==> src/verilog/csr_pkg.sv <==
// Loopback register map
`default_nettype none

package csr_pkg;

	localparam int WB_DW = 32;
	localparam int WB_AW = 2; // Word address, four registers.
	localparam int CNT_W = 16;

	typedef logic [WB_DW-1:0] wb_data_t;
	typedef logic [WB_AW-1:0] wb_addr_t;
	typedef logic [CNT_W-1:0] cnt_t;

	localparam wb_addr_t REG_CTRL = 2'd0;
	localparam wb_addr_t REG_START_CNT = 2'd1;
	localparam wb_addr_t REG_ERR_CNT = 2'd2;
	localparam wb_addr_t REG_ID = 2'd3;
	localparam wb_data_t ID_VALUE = 32'h50C5_0001;

	typedef enum logic {WB_IDLE, WB_ACK} wb_state_e;

endpackage

`default_nettype wire

==> src/verilog/pcs_pkg.sv <==
// PCS block definitions
`default_nettype none

package pcs_pkg;

	localparam int DATA_W = 64;
	localparam int KEEP_W = DATA_W / 8;
	localparam int HDR_W = 2;
	localparam int LANE_N = 1; // One lane on this board.
	localparam int LANE0_CNT_N = 1; // Frames may only start in lane 0.

	typedef logic [DATA_W-1:0] pcs_data_t; // Byte 0 sits in the low bits.
	typedef logic [KEEP_W-1:0] pcs_keep_t;
	typedef logic [HDR_W-1:0] pcs_hdr_t;

	localparam pcs_hdr_t SYNC_DATA = 2'b01;
	localparam pcs_hdr_t SYNC_CTRL = 2'b10;

	// Block type field, found in payload byte 0 of a control block.
	localparam logic [7:0] BT_IDLE = 8'h1E;
	localparam logic [7:0] BT_START = 8'h78;
	localparam logic [7:0] BT_TERM0 = 8'h87;
	localparam logic [7:0] BT_TERM1 = 8'h99;
	localparam logic [7:0] BT_TERM2 = 8'hAA;
	localparam logic [7:0] BT_TERM3 = 8'hB4;
	localparam logic [7:0] BT_TERM4 = 8'hCC;
	localparam logic [7:0] BT_TERM5 = 8'hD2;
	localparam logic [7:0] BT_TERM6 = 8'hE1;
	localparam logic [7:0] BT_TERM7 = 8'hFF;

	localparam logic [6:0] CC_IDLE = 7'h00;
	localparam logic [6:0] CC_ERROR = 7'h1E;

	typedef enum logic [2:0] {KIND_IDLE, KIND_START, KIND_DATA, KIND_TERM, KIND_ERR} blk_kind_e;

endpackage

`default_nettype wire
==> src/verilog/pcs_loopback_top.sv <==
// PCS loopback subsystem
`default_nettype none

module pcs_loopback_top
	import pcs_pkg::*, csr_pkg::*;
(
	input  logic      rx_clk,
	input  logic      reset_i,
	input  pcs_hdr_t  rx_hdr_i,
	input  pcs_data_t rx_payload_i,
	output pcs_hdr_t  tx_hdr_o,
	output pcs_data_t tx_payload_o,
	input  logic      wb_cyc_i,
	input  logic      wb_stb_i,
	input  logic      wb_we_i,
	input  wb_addr_t  wb_adr_i,
	input  wb_data_t  wb_dat_i,
	output wb_data_t  wb_dat_o,
	output logic      wb_ack_o
);

	logic dec_ctrl, dec_idle, dec_term, dec_err, dec_start;
	pcs_data_t dec_data;
	pcs_keep_t dec_keep;
	logic loop_en;
	logic tx_ctrl, tx_idle, tx_term, tx_err, tx_start; // Loopback stage toward the encoder.
	pcs_data_t tx_data;
	pcs_keep_t tx_keep;

	pcs_rx_decoder u_pcs_rx_decoder (
		.rx_clk, .reset_i, .rx_hdr_i, .rx_payload_i,
		.rx_ctrl_o(dec_ctrl), .rx_idle_o(dec_idle), .rx_term_o(dec_term),
		.rx_err_o(dec_err), .rx_start_o(dec_start), .rx_data_o(dec_data), .rx_keep_o(dec_keep)
	);

	pcs_loopback u_pcs_loopback (
		.rx_clk, .reset_i, .loop_en_i(loop_en),
		.rx_ctrl_i(dec_ctrl), .rx_idle_i(dec_idle), .rx_term_i(dec_term), .rx_err_i(dec_err),
		.rx_start_i(dec_start), .rx_data_i(dec_data), .rx_keep_i(dec_keep),
		.tx_ctrl_o(tx_ctrl), .tx_idle_o(tx_idle), .tx_term_o(tx_term), .tx_err_o(tx_err),
		.tx_start_o(tx_start), .tx_data_o(tx_data), .tx_keep_o(tx_keep)
	);

	pcs_tx_encoder u_pcs_tx_encoder (
		.rx_clk, .reset_i,
		.tx_ctrl_i(tx_ctrl), .tx_idle_i(tx_idle), .tx_term_i(tx_term), .tx_err_i(tx_err),
		.tx_start_i(tx_start), .tx_data_i(tx_data), .tx_keep_i(tx_keep),
		.tx_hdr_o, .tx_payload_o
	);

	// The counters watch the decoder flags directly.
	loopback_csr u_loopback_csr (
		.rx_clk, .reset_i, .wb_cyc_i, .wb_stb_i, .wb_we_i, .wb_adr_i, .wb_dat_i,
		.start_evt_i(dec_start), .err_evt_i(dec_err),
		.wb_dat_o, .wb_ack_o, .loop_en_o(loop_en)
	);

endmodule

`default_nettype wire

==> src/verilog/loopback_csr.sv <==
// Loopback control registers
`default_nettype none

module loopback_csr
	import csr_pkg::*;
(
	input  logic     rx_clk,
	input  logic     reset_i,
	input  logic     wb_cyc_i,
	input  logic     wb_stb_i,
	input  logic     wb_we_i,
	input  wb_addr_t wb_adr_i,
	input  wb_data_t wb_dat_i,
	input  logic     start_evt_i,
	input  logic     err_evt_i,
	output wb_data_t wb_dat_o,
	output logic     wb_ack_o,
	output logic     loop_en_o
);

	wb_state_e state_q;
	cnt_t start_cnt_q;
	cnt_t err_cnt_q;
	wb_data_t rd_data_c;
	logic req_c;
	logic wr_c;

	// Counters stick at all ones instead of wrapping.
	function automatic cnt_t sat_inc(cnt_t cnt, logic evt);
		return (evt && cnt != '1) ? cnt_t'(cnt + 1'b1) : cnt;
	endfunction

	assign req_c = (state_q == WB_IDLE) && wb_cyc_i && wb_stb_i;
	assign wr_c = req_c && wb_we_i;

	always_comb begin
		case (wb_adr_i)
		REG_CTRL:      rd_data_c = wb_data_t'(loop_en_o);
		REG_START_CNT: rd_data_c = wb_data_t'(start_cnt_q);
		REG_ERR_CNT:   rd_data_c = wb_data_t'(err_cnt_q);
		default:       rd_data_c = ID_VALUE;
		endcase
	end

	always_ff @(posedge rx_clk) begin
		if (reset_i) begin
			state_q   <= WB_IDLE;
			wb_ack_o  <= 1'b0;
			loop_en_o <= 1'b0;
		end else begin
			wb_ack_o <= req_c; // Ack follows the request by one cycle.
			state_q  <= req_c ? WB_ACK : WB_IDLE;
			if (wr_c && wb_adr_i == REG_CTRL) loop_en_o <= wb_dat_i[0];
		end
	end

	// A bus clear beats an event arriving in the same cycle.
	always_ff @(posedge rx_clk) begin
		if (reset_i || (wr_c && wb_adr_i == REG_START_CNT)) start_cnt_q <= '0;
		else start_cnt_q <= sat_inc(start_cnt_q, start_evt_i);
		if (reset_i || (wr_c && wb_adr_i == REG_ERR_CNT)) err_cnt_q <= '0;
		else err_cnt_q <= sat_inc(err_cnt_q, err_evt_i);
	end

	always_ff @(posedge rx_clk) begin
		if (req_c && !wb_we_i) wb_dat_o <= rd_data_c;
	end

	a_ack_pulse: assert property (@(posedge rx_clk) disable iff (reset_i)
		wb_ack_o |=> !wb_ack_o)
		else $error("Bus ack held for two cycles.");

endmodule

`default_nettype wire

==> src/verilog/pcs_tx_encoder.sv <==
// PCS transmit block encoder
`default_nettype none

module pcs_tx_encoder
	import pcs_pkg::*;
(
	input  logic      rx_clk,
	input  logic      reset_i,
	input  logic      tx_ctrl_i,
	input  logic      tx_idle_i,
	input  logic      tx_term_i,
	input  logic      tx_err_i,
	input  logic      tx_start_i,
	input  pcs_data_t tx_data_i,
	input  pcs_keep_t tx_keep_i,
	output pcs_hdr_t  tx_hdr_o,
	output pcs_data_t tx_payload_o
);

	blk_kind_e kind_c;
	logic [3:0] term_n_c;
	logic [7:0] term_type_c;
	pcs_hdr_t hdr_c;
	pcs_data_t payload_c;

	// Error wins over everything, so a corrupt data block goes out as an error.
	always_comb begin
		if (tx_err_i) kind_c = KIND_ERR;
		else if (!tx_ctrl_i) kind_c = KIND_DATA;
		else if (tx_start_i) kind_c = KIND_START;
		else if (tx_term_i) kind_c = KIND_TERM;
		else if (tx_idle_i) kind_c = KIND_IDLE;
		else kind_c = KIND_ERR;
	end

	assign term_n_c = 4'($countones(tx_keep_i)); // Bytes kept in the last block.

	always_comb begin
		case (term_n_c)
		4'd0:    term_type_c = BT_TERM0;
		4'd1:    term_type_c = BT_TERM1;
		4'd2:    term_type_c = BT_TERM2;
		4'd3:    term_type_c = BT_TERM3;
		4'd4:    term_type_c = BT_TERM4;
		4'd5:    term_type_c = BT_TERM5;
		4'd6:    term_type_c = BT_TERM6;
		default: term_type_c = BT_TERM7;
		endcase
	end

	always_comb begin
		hdr_c = SYNC_CTRL;
		payload_c = {{KEEP_W{CC_IDLE}}, BT_IDLE};
		case (kind_c)
		KIND_DATA: begin
			hdr_c = SYNC_DATA;
			payload_c = tx_data_i;
		end
		KIND_START: payload_c = {tx_data_i[DATA_W-1:8], BT_START};
		KIND_TERM: begin
			// Kept bytes follow the type byte and idle codes fill the rest.
			payload_c = {{KEEP_W{CC_IDLE}}, term_type_c};
			for (int i = 0; i < KEEP_W - 1; i++) begin
				if (tx_keep_i[i]) payload_c[8*(i+1) +: 8] = tx_data_i[8*i +: 8];
			end
		end
		KIND_ERR: payload_c = {{KEEP_W{CC_ERROR}}, BT_IDLE};
		default: ;
		endcase
	end

	always_ff @(posedge rx_clk) begin
		if (reset_i) begin
			tx_hdr_o     <= SYNC_CTRL;
			tx_payload_o <= {{KEEP_W{CC_IDLE}}, BT_IDLE};
		end else begin
			tx_hdr_o     <= hdr_c;
			tx_payload_o <= payload_c;
		end
	end

	a_term_keep: assert property (@(posedge rx_clk) disable iff (reset_i)
		(tx_term_i && !tx_err_i) |-> (((tx_keep_i & pcs_keep_t'(tx_keep_i + 1'b1)) == '0)
		&& !tx_keep_i[KEEP_W-1]))
		else $error("Terminate keep %h is not a run from bit 0.", tx_keep_i);

endmodule

`default_nettype wire

==> src/verilog/pcs_loopback.sv <==
// PCS receive to transmit loopback
`default_nettype none

module pcs_loopback
	import pcs_pkg::*;
(
	input  logic                              rx_clk,
	input  logic                              reset_i,
	input  logic                              loop_en_i,
	input  logic [LANE_N-1:0]                 rx_ctrl_i,
	input  logic [LANE_N-1:0]                 rx_idle_i,
	input  logic [LANE_N-1:0]                 rx_term_i,
	input  logic [LANE_N-1:0]                 rx_err_i,
	input  logic [LANE_N*LANE0_CNT_N-1:0]     rx_start_i,
	input  pcs_data_t                         rx_data_i,
	input  pcs_keep_t                         rx_keep_i,
	output logic [LANE_N-1:0]                 tx_ctrl_o,
	output logic [LANE_N-1:0]                 tx_idle_o,
	output logic [LANE_N-1:0]                 tx_term_o,
	output logic [LANE_N-1:0]                 tx_err_o,
	output logic [LANE_N*LANE0_CNT_N-1:0]     tx_start_o,
	output pcs_data_t                         tx_data_o,
	output pcs_keep_t                         tx_keep_o
);

	// With loopback off the transmit side sees a steady idle stream.
	always_ff @(posedge rx_clk) begin
		if (reset_i || !loop_en_i) begin
			tx_ctrl_o  <= '1;
			tx_idle_o  <= '1;
			tx_term_o  <= '0;
			tx_err_o   <= '0;
			tx_start_o <= '0;
			tx_keep_o  <= '0;
		end else begin
			tx_ctrl_o  <= rx_ctrl_i;
			tx_idle_o  <= rx_idle_i;
			tx_term_o  <= rx_term_i;
			tx_err_o   <= rx_err_i;
			tx_start_o <= rx_start_i;
			tx_keep_o  <= rx_keep_i;
		end
	end

	always_ff @(posedge rx_clk) begin
		tx_data_o <= loop_en_i ? rx_data_i : '0;
	end

	a_keep_clear: assert property (@(posedge rx_clk) disable iff (reset_i)
		(tx_idle_o[0] || tx_err_o[0]) |-> (tx_keep_o == '0))
		else $error("Keep bits set on an idle or error block.");

endmodule

`default_nettype wire

==> src/verilog/pcs_rx_decoder.sv <==
// PCS receive block decoder
`default_nettype none

module pcs_rx_decoder
	import pcs_pkg::*;
(
	input  logic      rx_clk,
	input  logic      reset_i,
	input  pcs_hdr_t  rx_hdr_i,
	input  pcs_data_t rx_payload_i,
	output logic      rx_ctrl_o,
	output logic      rx_idle_o,
	output logic      rx_term_o,
	output logic      rx_err_o,
	output logic      rx_start_o,
	output pcs_data_t rx_data_o,
	output pcs_keep_t rx_keep_o
);

	blk_kind_e kind_c;
	pcs_keep_t term_keep_c;
	pcs_keep_t keep_c;
	pcs_data_t data_c;
	pcs_data_t shifted_c;

	// Terminate blocks carry their byte count in the type code.
	always_comb begin
		case (rx_payload_i[7:0])
		BT_TERM1: term_keep_c = 8'h01;
		BT_TERM2: term_keep_c = 8'h03;
		BT_TERM3: term_keep_c = 8'h07;
		BT_TERM4: term_keep_c = 8'h0F;
		BT_TERM5: term_keep_c = 8'h1F;
		BT_TERM6: term_keep_c = 8'h3F;
		BT_TERM7: term_keep_c = 8'h7F;
		default:  term_keep_c = 8'h00;
		endcase
	end

	always_comb begin
		kind_c = KIND_ERR; // Unknown headers and types end up here.
		if (rx_hdr_i == SYNC_DATA) begin
			kind_c = KIND_DATA;
		end else if (rx_hdr_i == SYNC_CTRL) begin
			case (rx_payload_i[7:0])
			BT_IDLE:  kind_c = KIND_IDLE;
			BT_START: kind_c = KIND_START;
			BT_TERM0, BT_TERM1, BT_TERM2, BT_TERM3,
			BT_TERM4, BT_TERM5, BT_TERM6, BT_TERM7: kind_c = KIND_TERM;
			default:  kind_c = KIND_ERR;
			endcase
		end
	end

	always_comb begin
		keep_c = '0;
		data_c = '0;
		shifted_c = rx_payload_i >> 8; // Drop the type byte.
		case (kind_c)
		KIND_DATA: begin
			keep_c = '1;
			data_c = rx_payload_i;
		end
		KIND_START: begin
			keep_c = 8'hFE; // Byte 0 holds the type, not data.
			data_c = {rx_payload_i[DATA_W-1:8], 8'h00};
		end
		KIND_TERM: begin
			keep_c = term_keep_c;
			for (int i = 0; i < KEEP_W; i++) begin
				data_c[8*i +: 8] = term_keep_c[i] ? shifted_c[8*i +: 8] : 8'h00;
			end
		end
		default: ;
		endcase
	end

	always_ff @(posedge rx_clk) begin
		if (reset_i) begin
			rx_ctrl_o  <= 1'b1; // Reset presents an idle block.
			rx_idle_o  <= 1'b1;
			rx_term_o  <= 1'b0;
			rx_err_o   <= 1'b0;
			rx_start_o <= 1'b0;
			rx_keep_o  <= '0;
		end else begin
			rx_ctrl_o  <= (rx_hdr_i == SYNC_CTRL);
			rx_idle_o  <= (kind_c == KIND_IDLE);
			rx_term_o  <= (kind_c == KIND_TERM);
			rx_err_o   <= (kind_c == KIND_ERR);
			rx_start_o <= (kind_c == KIND_START);
			rx_keep_o  <= keep_c;
		end
	end

	always_ff @(posedge rx_clk) begin
		rx_data_o <= data_c;
	end

	a_one_kind: assert property (@(posedge rx_clk) disable iff (reset_i)
		$onehot0({rx_idle_o, rx_start_o, rx_term_o, rx_err_o}))
		else $error("Decoder flagged more than one block kind.");

endmodule

`default_nettype wire

==> config.mk <==
export PLATFORM = sky130hd
export DESIGN_NAME = pcs_loopback_top
export DESIGN_NICKNAME = d
export VERILOG_FILES = /design/src/verilog/csr_pkg.sv /design/src/verilog/pcs_pkg.sv /design/src/verilog/pcs_loopback_top.sv /design/src/verilog/loopback_csr.sv /design/src/verilog/pcs_tx_encoder.sv /design/src/verilog/pcs_loopback.sv /design/src/verilog/pcs_rx_decoder.sv
export SDC_FILE = /design/constraint.sdc
export NUM_CORES = 1
export LEC_CHECK = 0
export BUFFER_PORTS_ARGS = -buffer_cell sky130_fd_sc_hd__buf_2
export CAP_MARGIN = 10
export CORE_ASPECT_RATIO = 1.2
export CORE_MARGIN = 5
export CORE_UTILIZATION = 61
export CTS_BUF_LIST = sky130_fd_sc_hd__clkbuf_2
export DETAILED_ROUTE_END_ITERATION = 7
export GPL_TIMING_DRIVEN = 0
export PLACE_DENSITY = 0.95
export SLEW_MARGIN = 20
export SYNTH_ARGS = -nofsm -noshare
export SYNTH_HDL_FRONTEND = slang
export SYNTH_HIERARCHICAL = 1
export SYNTH_SLANG_ARGS = --single-unit
export TNS_END_PERCENT = 100
==> constraint.sdc <==
create_clock -name rx_clk -period 5.9 [get_ports rx_clk]
set_input_delay 1.18 -clock rx_clk [delete_from_list [all_inputs] [get_ports rx_clk]]
set_output_delay 1.18 -clock rx_clk [all_outputs]
set_load 0.03 [all_outputs]
### After elaboration in Yosys (flattened, before gate mapping)

Index checks and enable logic that the tools add are counted.

* add/subtract/negate cells: 9
* equal/unequal tests: 30
* multiplexer cells: 30
* bitwise gates (word level): 1
* reduce and logical (&&, ||, !) cells: 18

Operators by type and width (count)
* 64-bit one-hot mux with 4 select lines: 1
* 64-bit one-hot mux with 3 select lines: 1
* 8-bit 2-to-1 mux: 14
* 7-bit one-hot mux with 7 select lines: 2
* 31-bit one-hot mux with 3 select lines: 1
* 8-bit equality test, second input constant: 8
* 16-bit by 1-bit adder with 16-bit output, second input constant: 2
* 16-bit inequality test, second input constant: 2
* 8-bit one-hot mux with 3 select lines: 1
* 3-bit 2-to-1 mux: 7
* 4-bit adder: 3
* 3-bit by 2-bit equality test with 1-bit output, second input constant: 4
* 4-bit by 3-bit equality test with 1-bit output, second input constant: 3
* 1-bit logical AND: 9
* 3-bit one-hot mux with 3 select lines: 1
* 1-bit by 1-bit adder with 2-bit output: 4
* 4-bit by 2-bit equality test with 1-bit output, second input constant: 2
* 8-bit by 5-bit equality test with 1-bit output, second input constant: 1
* 8-bit by 7-bit equality test with 1-bit output, second input constant: 1
* 8-bit OR reduction: 1
* 3-bit by 1-bit equality test with 1-bit output, second input constant: 2
* 3-bit equality test, second input constant: 2
* 2-bit by 1-bit equality test with 1-bit output, second input constant: 2
* 2-bit equality test, second input constant: 2
* other kinds (9): 12

* flip-flop bits (word level): 287
* output and inout bits: 99
* word-level logic and storage cells: 110

### Logic depth before layout (Yosys ltp)

* depth in word-level cells: 7
* gate-level depth with buffers: 10
* gate-level depth less buffers: 10

### Cells and area by module

Netlist, hierarchy kept.

By module, submodules not included
* pcs_tx_encoder: times used 1, cells an instance 275, area an instance 2821.5 µm²
* pcs_rx_decoder: times used 1, cells an instance 228, area an instance 2632.5 µm²
* loopback_csr: times used 1, cells an instance 260, area an instance 2532.4 µm²
* pcs_loopback: times used 1, cells an instance 163, area an instance 2105.8 µm²

### Worst setup path after synthesis

Ideal clock, no wire load.

* path type: register to register
* from: register u_pcs_loopback.tx_keep_o[0]
* to: register u_pcs_tx_encoder.tx_payload_o[3]
* setup time: 0.127 ns
* arrival time: 2.527 ns
* data required time: 5.773 ns
* setup slack: 3.246 ns
* stages on the path, launching flop included: 11
* buffers on the path: 0
* clock period less this slack: 2.654 ns
* cells stage by stage: dfxtp_1 > inv_1 > fa_1 > inv_1 > ha_1 > ha_1 > fa_1 > xnor3_1 > xnor2_1 > o21ai_1 > nand3_1

* cells in the longest elaborated chain, start to end: 6
* elaborated cells between the ends (all ways): 12
* those cells by class: add/sub (3); eq/ne (6); mux (2); reduce/logical (1)

RTL lines
* from (decl): RTL line pcs_loopback.sv:23 `output pcs_keep_t tx_keep_o`
* from (signal assigned): RTL line pcs_loopback.sv:41 `tx_keep_o <= rx_keep_i;`
* 1-bit by 1-bit adder with 2-bit output (not written as such) (*): RTL line pcs_tx_encoder.sv:36 `assign term_n_c = 4'($countones(tx_keep_i));`
* 4-bit adder (not written as such) (*) (2 in series): RTL line pcs_tx_encoder.sv:36
* 4-bit by 3-bit equality test with 1-bit output (tied with other cells): RTL line pcs_tx_encoder.sv:39 `case (term_n_c)`
* 7-bit one-hot mux with 7 select lines (*): RTL line pcs_tx_encoder.sv:39
* 64-bit one-hot mux with 4 select lines (*): RTL line pcs_tx_encoder.sv:54 `case (kind_c)`
* to (signal assigned): RTL line pcs_tx_encoder.sv:75 `tx_payload_o <= {{KEEP_W{CC_IDLE}}, BT_IDLE};`
* to (signal assigned): RTL line pcs_tx_encoder.sv:78 `tx_payload_o <= payload_c;`
* to (decl): RTL line pcs_tx_encoder.sv:17 `output pcs_data_t tx_payload_o`

Every way passes the cells marked *; elsewhere a longest branch is shown, timed or not.
A chain may end at the register's enable or synchronous reset.

### Worst setup path in the final report

Ends and elaborated chain as after synthesis.

==> flow_summary.ini <==
[critical_path]
crit_chain = inv_1 -> fa_1 -> inv_1 -> ha_1 -> ha_1 -> fa_1 -> xnor3_1 -> xnor2_1 -> o21ai_1 -> nand3_1
cp_top_family = adder cells
end_kind = register
required_ns = 6.59
cp_max_fo = 2
worst-path-buf-inv = 2
start_kind = register
critPathKind = reg -> reg
arrival_ns = 3.55
critical-path-max-stage-delay_ns = 0.53
critPathSlowestCell = fa_1

[finish]
drive_gt1_frac = 0.3008
layout.nets = 1273
area_growth_pct = 15.97
fill_cells = 1175
layout_commonest_cell = dfxtp_1
utilization = 0.7193
most-common-layout-cells = 254 x dfxtp_1, 185 x buf_2, 85 x clkbuf_2, 85 x nor2_1, 82 x and2_1

[run]
drv_cap = 0

[clock_tree]
clock-root-buffer = clkbuf_2
clkTransAtPathRegs_ns = 0.12
cts_buffer_depth = 3
cts_num_sinks = 271
insertion_delay_ns = 0.83
cts_htree_levels = 2
hold_buffers = 0
cts_setup_buffers = 0
tritoncts = built
cts_resized = 0
numCtsBuffers = 57

[routing]
viasPerCell = 5.732
drc_errors = 0
wl_per_cell_um = 18.24
drtAntennaViolNets = 0
num_vias = 8100
routed_wl_um = 25770
initialDrtViolationCount = 697
first_pass_iters = 6

[timing]
min_period_ns = 2.860
rsz0062_at_grt = no
setup_tns_ns = 0
hold_violations = 0
min_period_over_period = 0.4847
final.setup.worst_slack_ns = 3.040
max_slew.worst_pin.slew_ns = 0.8494
finalSetupViolations = 0
max_freq_mhz = 349.7
max_slew_margin = 0.4332
skew_ns = 0.05328
final_max_slew_viol_count = 0

[die]
dieHeight_um = 150.9
start_util = 0.6202
core_mm2 = 0.01627
num_io_pins = 204
rows = 51
dieWidth_um = 127.4
die_area_mm2 = 0.01923

[logic_synthesis]
ys.flop_type = dfxtp_1
syn_avg_cell_area_um2 = 10.90
ys.warnings.count = 6
ys_ff_latch = 271
async_flop_share = 0
netlist_area_mm2 = 0.01009
ys_seq_area_frac = 0.5544
synth_edf_count = 17
syn_inst = 926
synthDistinctLibCells = 75

[pwr]
leakage_uw = 0.004990
irDropWorstVdd_uv = 138.9
power.density_mw_per_mm2 = 263.2

[placed_design]
dp_slack_ns = 3.055
io_buffers = 162
gp_congestion = 0.8923
hpwlAfterDp_um = 19290

[outcome]
status = complete, no violations

[grt]
grt_pass1_wl_um = 39780
antenna_found_initial = 9
grt_remaining_overflow = 0
grt_util_all_layers = 0.2607
grt_max_degree = 18
grt_pass1_vias = 7931

[hold_path]
min_path_type = reg -> reg
## cells by family (layout without fill, tap and decap cells)
family / count (synthesis) / count (layout) / synth area share
AND/OR/NAND/NOR: 324 / 324 / 0.1831
flip-flops: 271 / 271 / 0.5544
AO/OA/AOI/OAI: 219 / 219 / 0.1800
buffers and inverters: 86 / 348 / 0.05170
adder cells (fa/ha/maj): 12 / 12 / 0.01711
XOR/XNOR: 8 / 8 / 0.008306
multiplexers: 5 / 5 / 0.004959
other: 1 / 14 / 0.0003716
## layer usage
layer	track usage	share of wire	vias to the layer above
met5	0	0.0023	-
met4	0.1373	0.041	10
met3	0.06490	0.077	101
met2	0.4665	0.51	410
met1	0.2837	0.37	3760
li1	-	-	3819
## sequential cells by signal (all words and copies together), names as in the netlist, 2 cells and up
register and count:
u_pcs_loopback/tx_data_o 64, u_pcs_loopback/tx_keep_o 8, u_pcs_rx_decoder/rx_keep_o 8, u_pcs_rx_decoder/rx_data_o 64, u_loopback_csr/start_cnt_q 16, u_loopback_csr/err_cnt_q 16
u_pcs_tx_encoder/tx_hdr_o 2, u_pcs_tx_encoder/tx_payload_o 64, u_loopback_csr/wb_dat_o 17
## per-stage QoR
| step | total power [uW] | std cells | hold slack (ns) | cell area, um^2 |
|---|---|---|---|---|
| after detailed placement | 2071 | 1309 | 0.4169 | 11200 |
| after CTS | 3102 | 1409 | 0.3859 | 11690 |
| final | 3080 | 1413 | 0.4108 | 11700 |
| after global placement | 2066 | 1309 | 0.4153 | 11200 |
| after floorplan | 2004 | 935 | 0.3915 | 10130 |
| after global routing | 3214 | 1413 | 0.4032 | 11700 |
## area by class of cell
class | count | area, um^2 | area share
diodes | 4 | 10.01 | 0.0008553
well taps | 212 | 265.3 | 0.02266
inverters | 13 | 48.80 | 0.004169
multi-input cells | 578 | 4011 | 0.3427
plain buffers | 73 | 473.0 | 0.04041
clock inverters | 19 | 83.83 | 0.007163
repair buffers | 162 | 810.8 | 0.06928
clock buffers | 81 | 405.4 | 0.03464
flip-flops and latches | 271 | 5595 | 0.4781
## power breakdown
part | total (uW) | switching, uW | internal, uW
combinational | 148 | 90.5 | 57.8
clock | 1050 | 674 | 373
sequential | 1880 | 11.6 | 1870
total | 3080 | 776 | 2300
## Yosys cell counts (6+ instances only)
| cell | n | share of area |
|---|---|---|
| a21oi_1 | 29 | 0.014 |
| a221oi_1 | 12 | 0.010 |
| a221oi_2 | 20 | 0.030 |
| a22o_1 | 47 | 0.041 |
| a22o_2 | 8 | 0.0079 |
| a22oi_1 | 24 | 0.018 |
| a31oi_1 | 6 | 0.0037 |
| a32o_1 | 8 | 0.0079 |
| and2_1 | 82 | 0.051 |
| and3b_1 | 12 | 0.010 |
| and4bb_2 | 7 | 0.0087 |
| buf_2 | 23 | 0.011 |
| buf_4 | 20 | 0.015 |
| buf_6 | 12 | 0.013 |
| clkbuf_1 | 12 | 0.0045 |
| dfxtp_1 | 254 | 0.50 |
| edfxtp_1 | 17 | 0.051 |
| ha_1 | 9 | 0.011 |
| inv_1 | 13 | 0.0048 |
| nand2_1 | 38 | 0.014 |
| nand2b_1 | 7 | 0.0043 |
| nand3_1 | 19 | 0.0094 |
| nand4_1 | 12 | 0.0074 |
| nor2_1 | 86 | 0.032 |
| nor3_1 | 6 | 0.0030 |
| o21ai_0 | 26 | 0.013 |
| or3_1 | 7 | 0.0043 |
| or4_1 | 8 | 0.0060 |
| xnor2_1 | 6 | 0.0052 |
## path summary, 6_finish.rpt
check,to,depth (start not counted),start,slack [ns]
worst max-delay path,u_pcs_tx_encoder/tx_payload_o[3]$_SDFF_PP1_,10,u_pcs_loopback/tx_keep_o[0]$_SDFF_PP0_,3.04
worst min-delay path,u_pcs_loopback/tx_data_o[48]$_SDFF_PN0_,1,u_pcs_rx_decoder/rx_data_o[48]$_DFF_P_,0.41
worst max register to register,u_pcs_tx_encoder/tx_payload_o[3]$_SDFF_PP1_,10,u_pcs_loopback/tx_keep_o[0]$_SDFF_PP0_,3.04
worst min register to register,u_pcs_loopback/tx_data_o[48]$_SDFF_PN0_,1,u_pcs_rx_decoder/rx_data_o[48]$_DFF_P_,0.41
(Power assumes the default switching activity.)
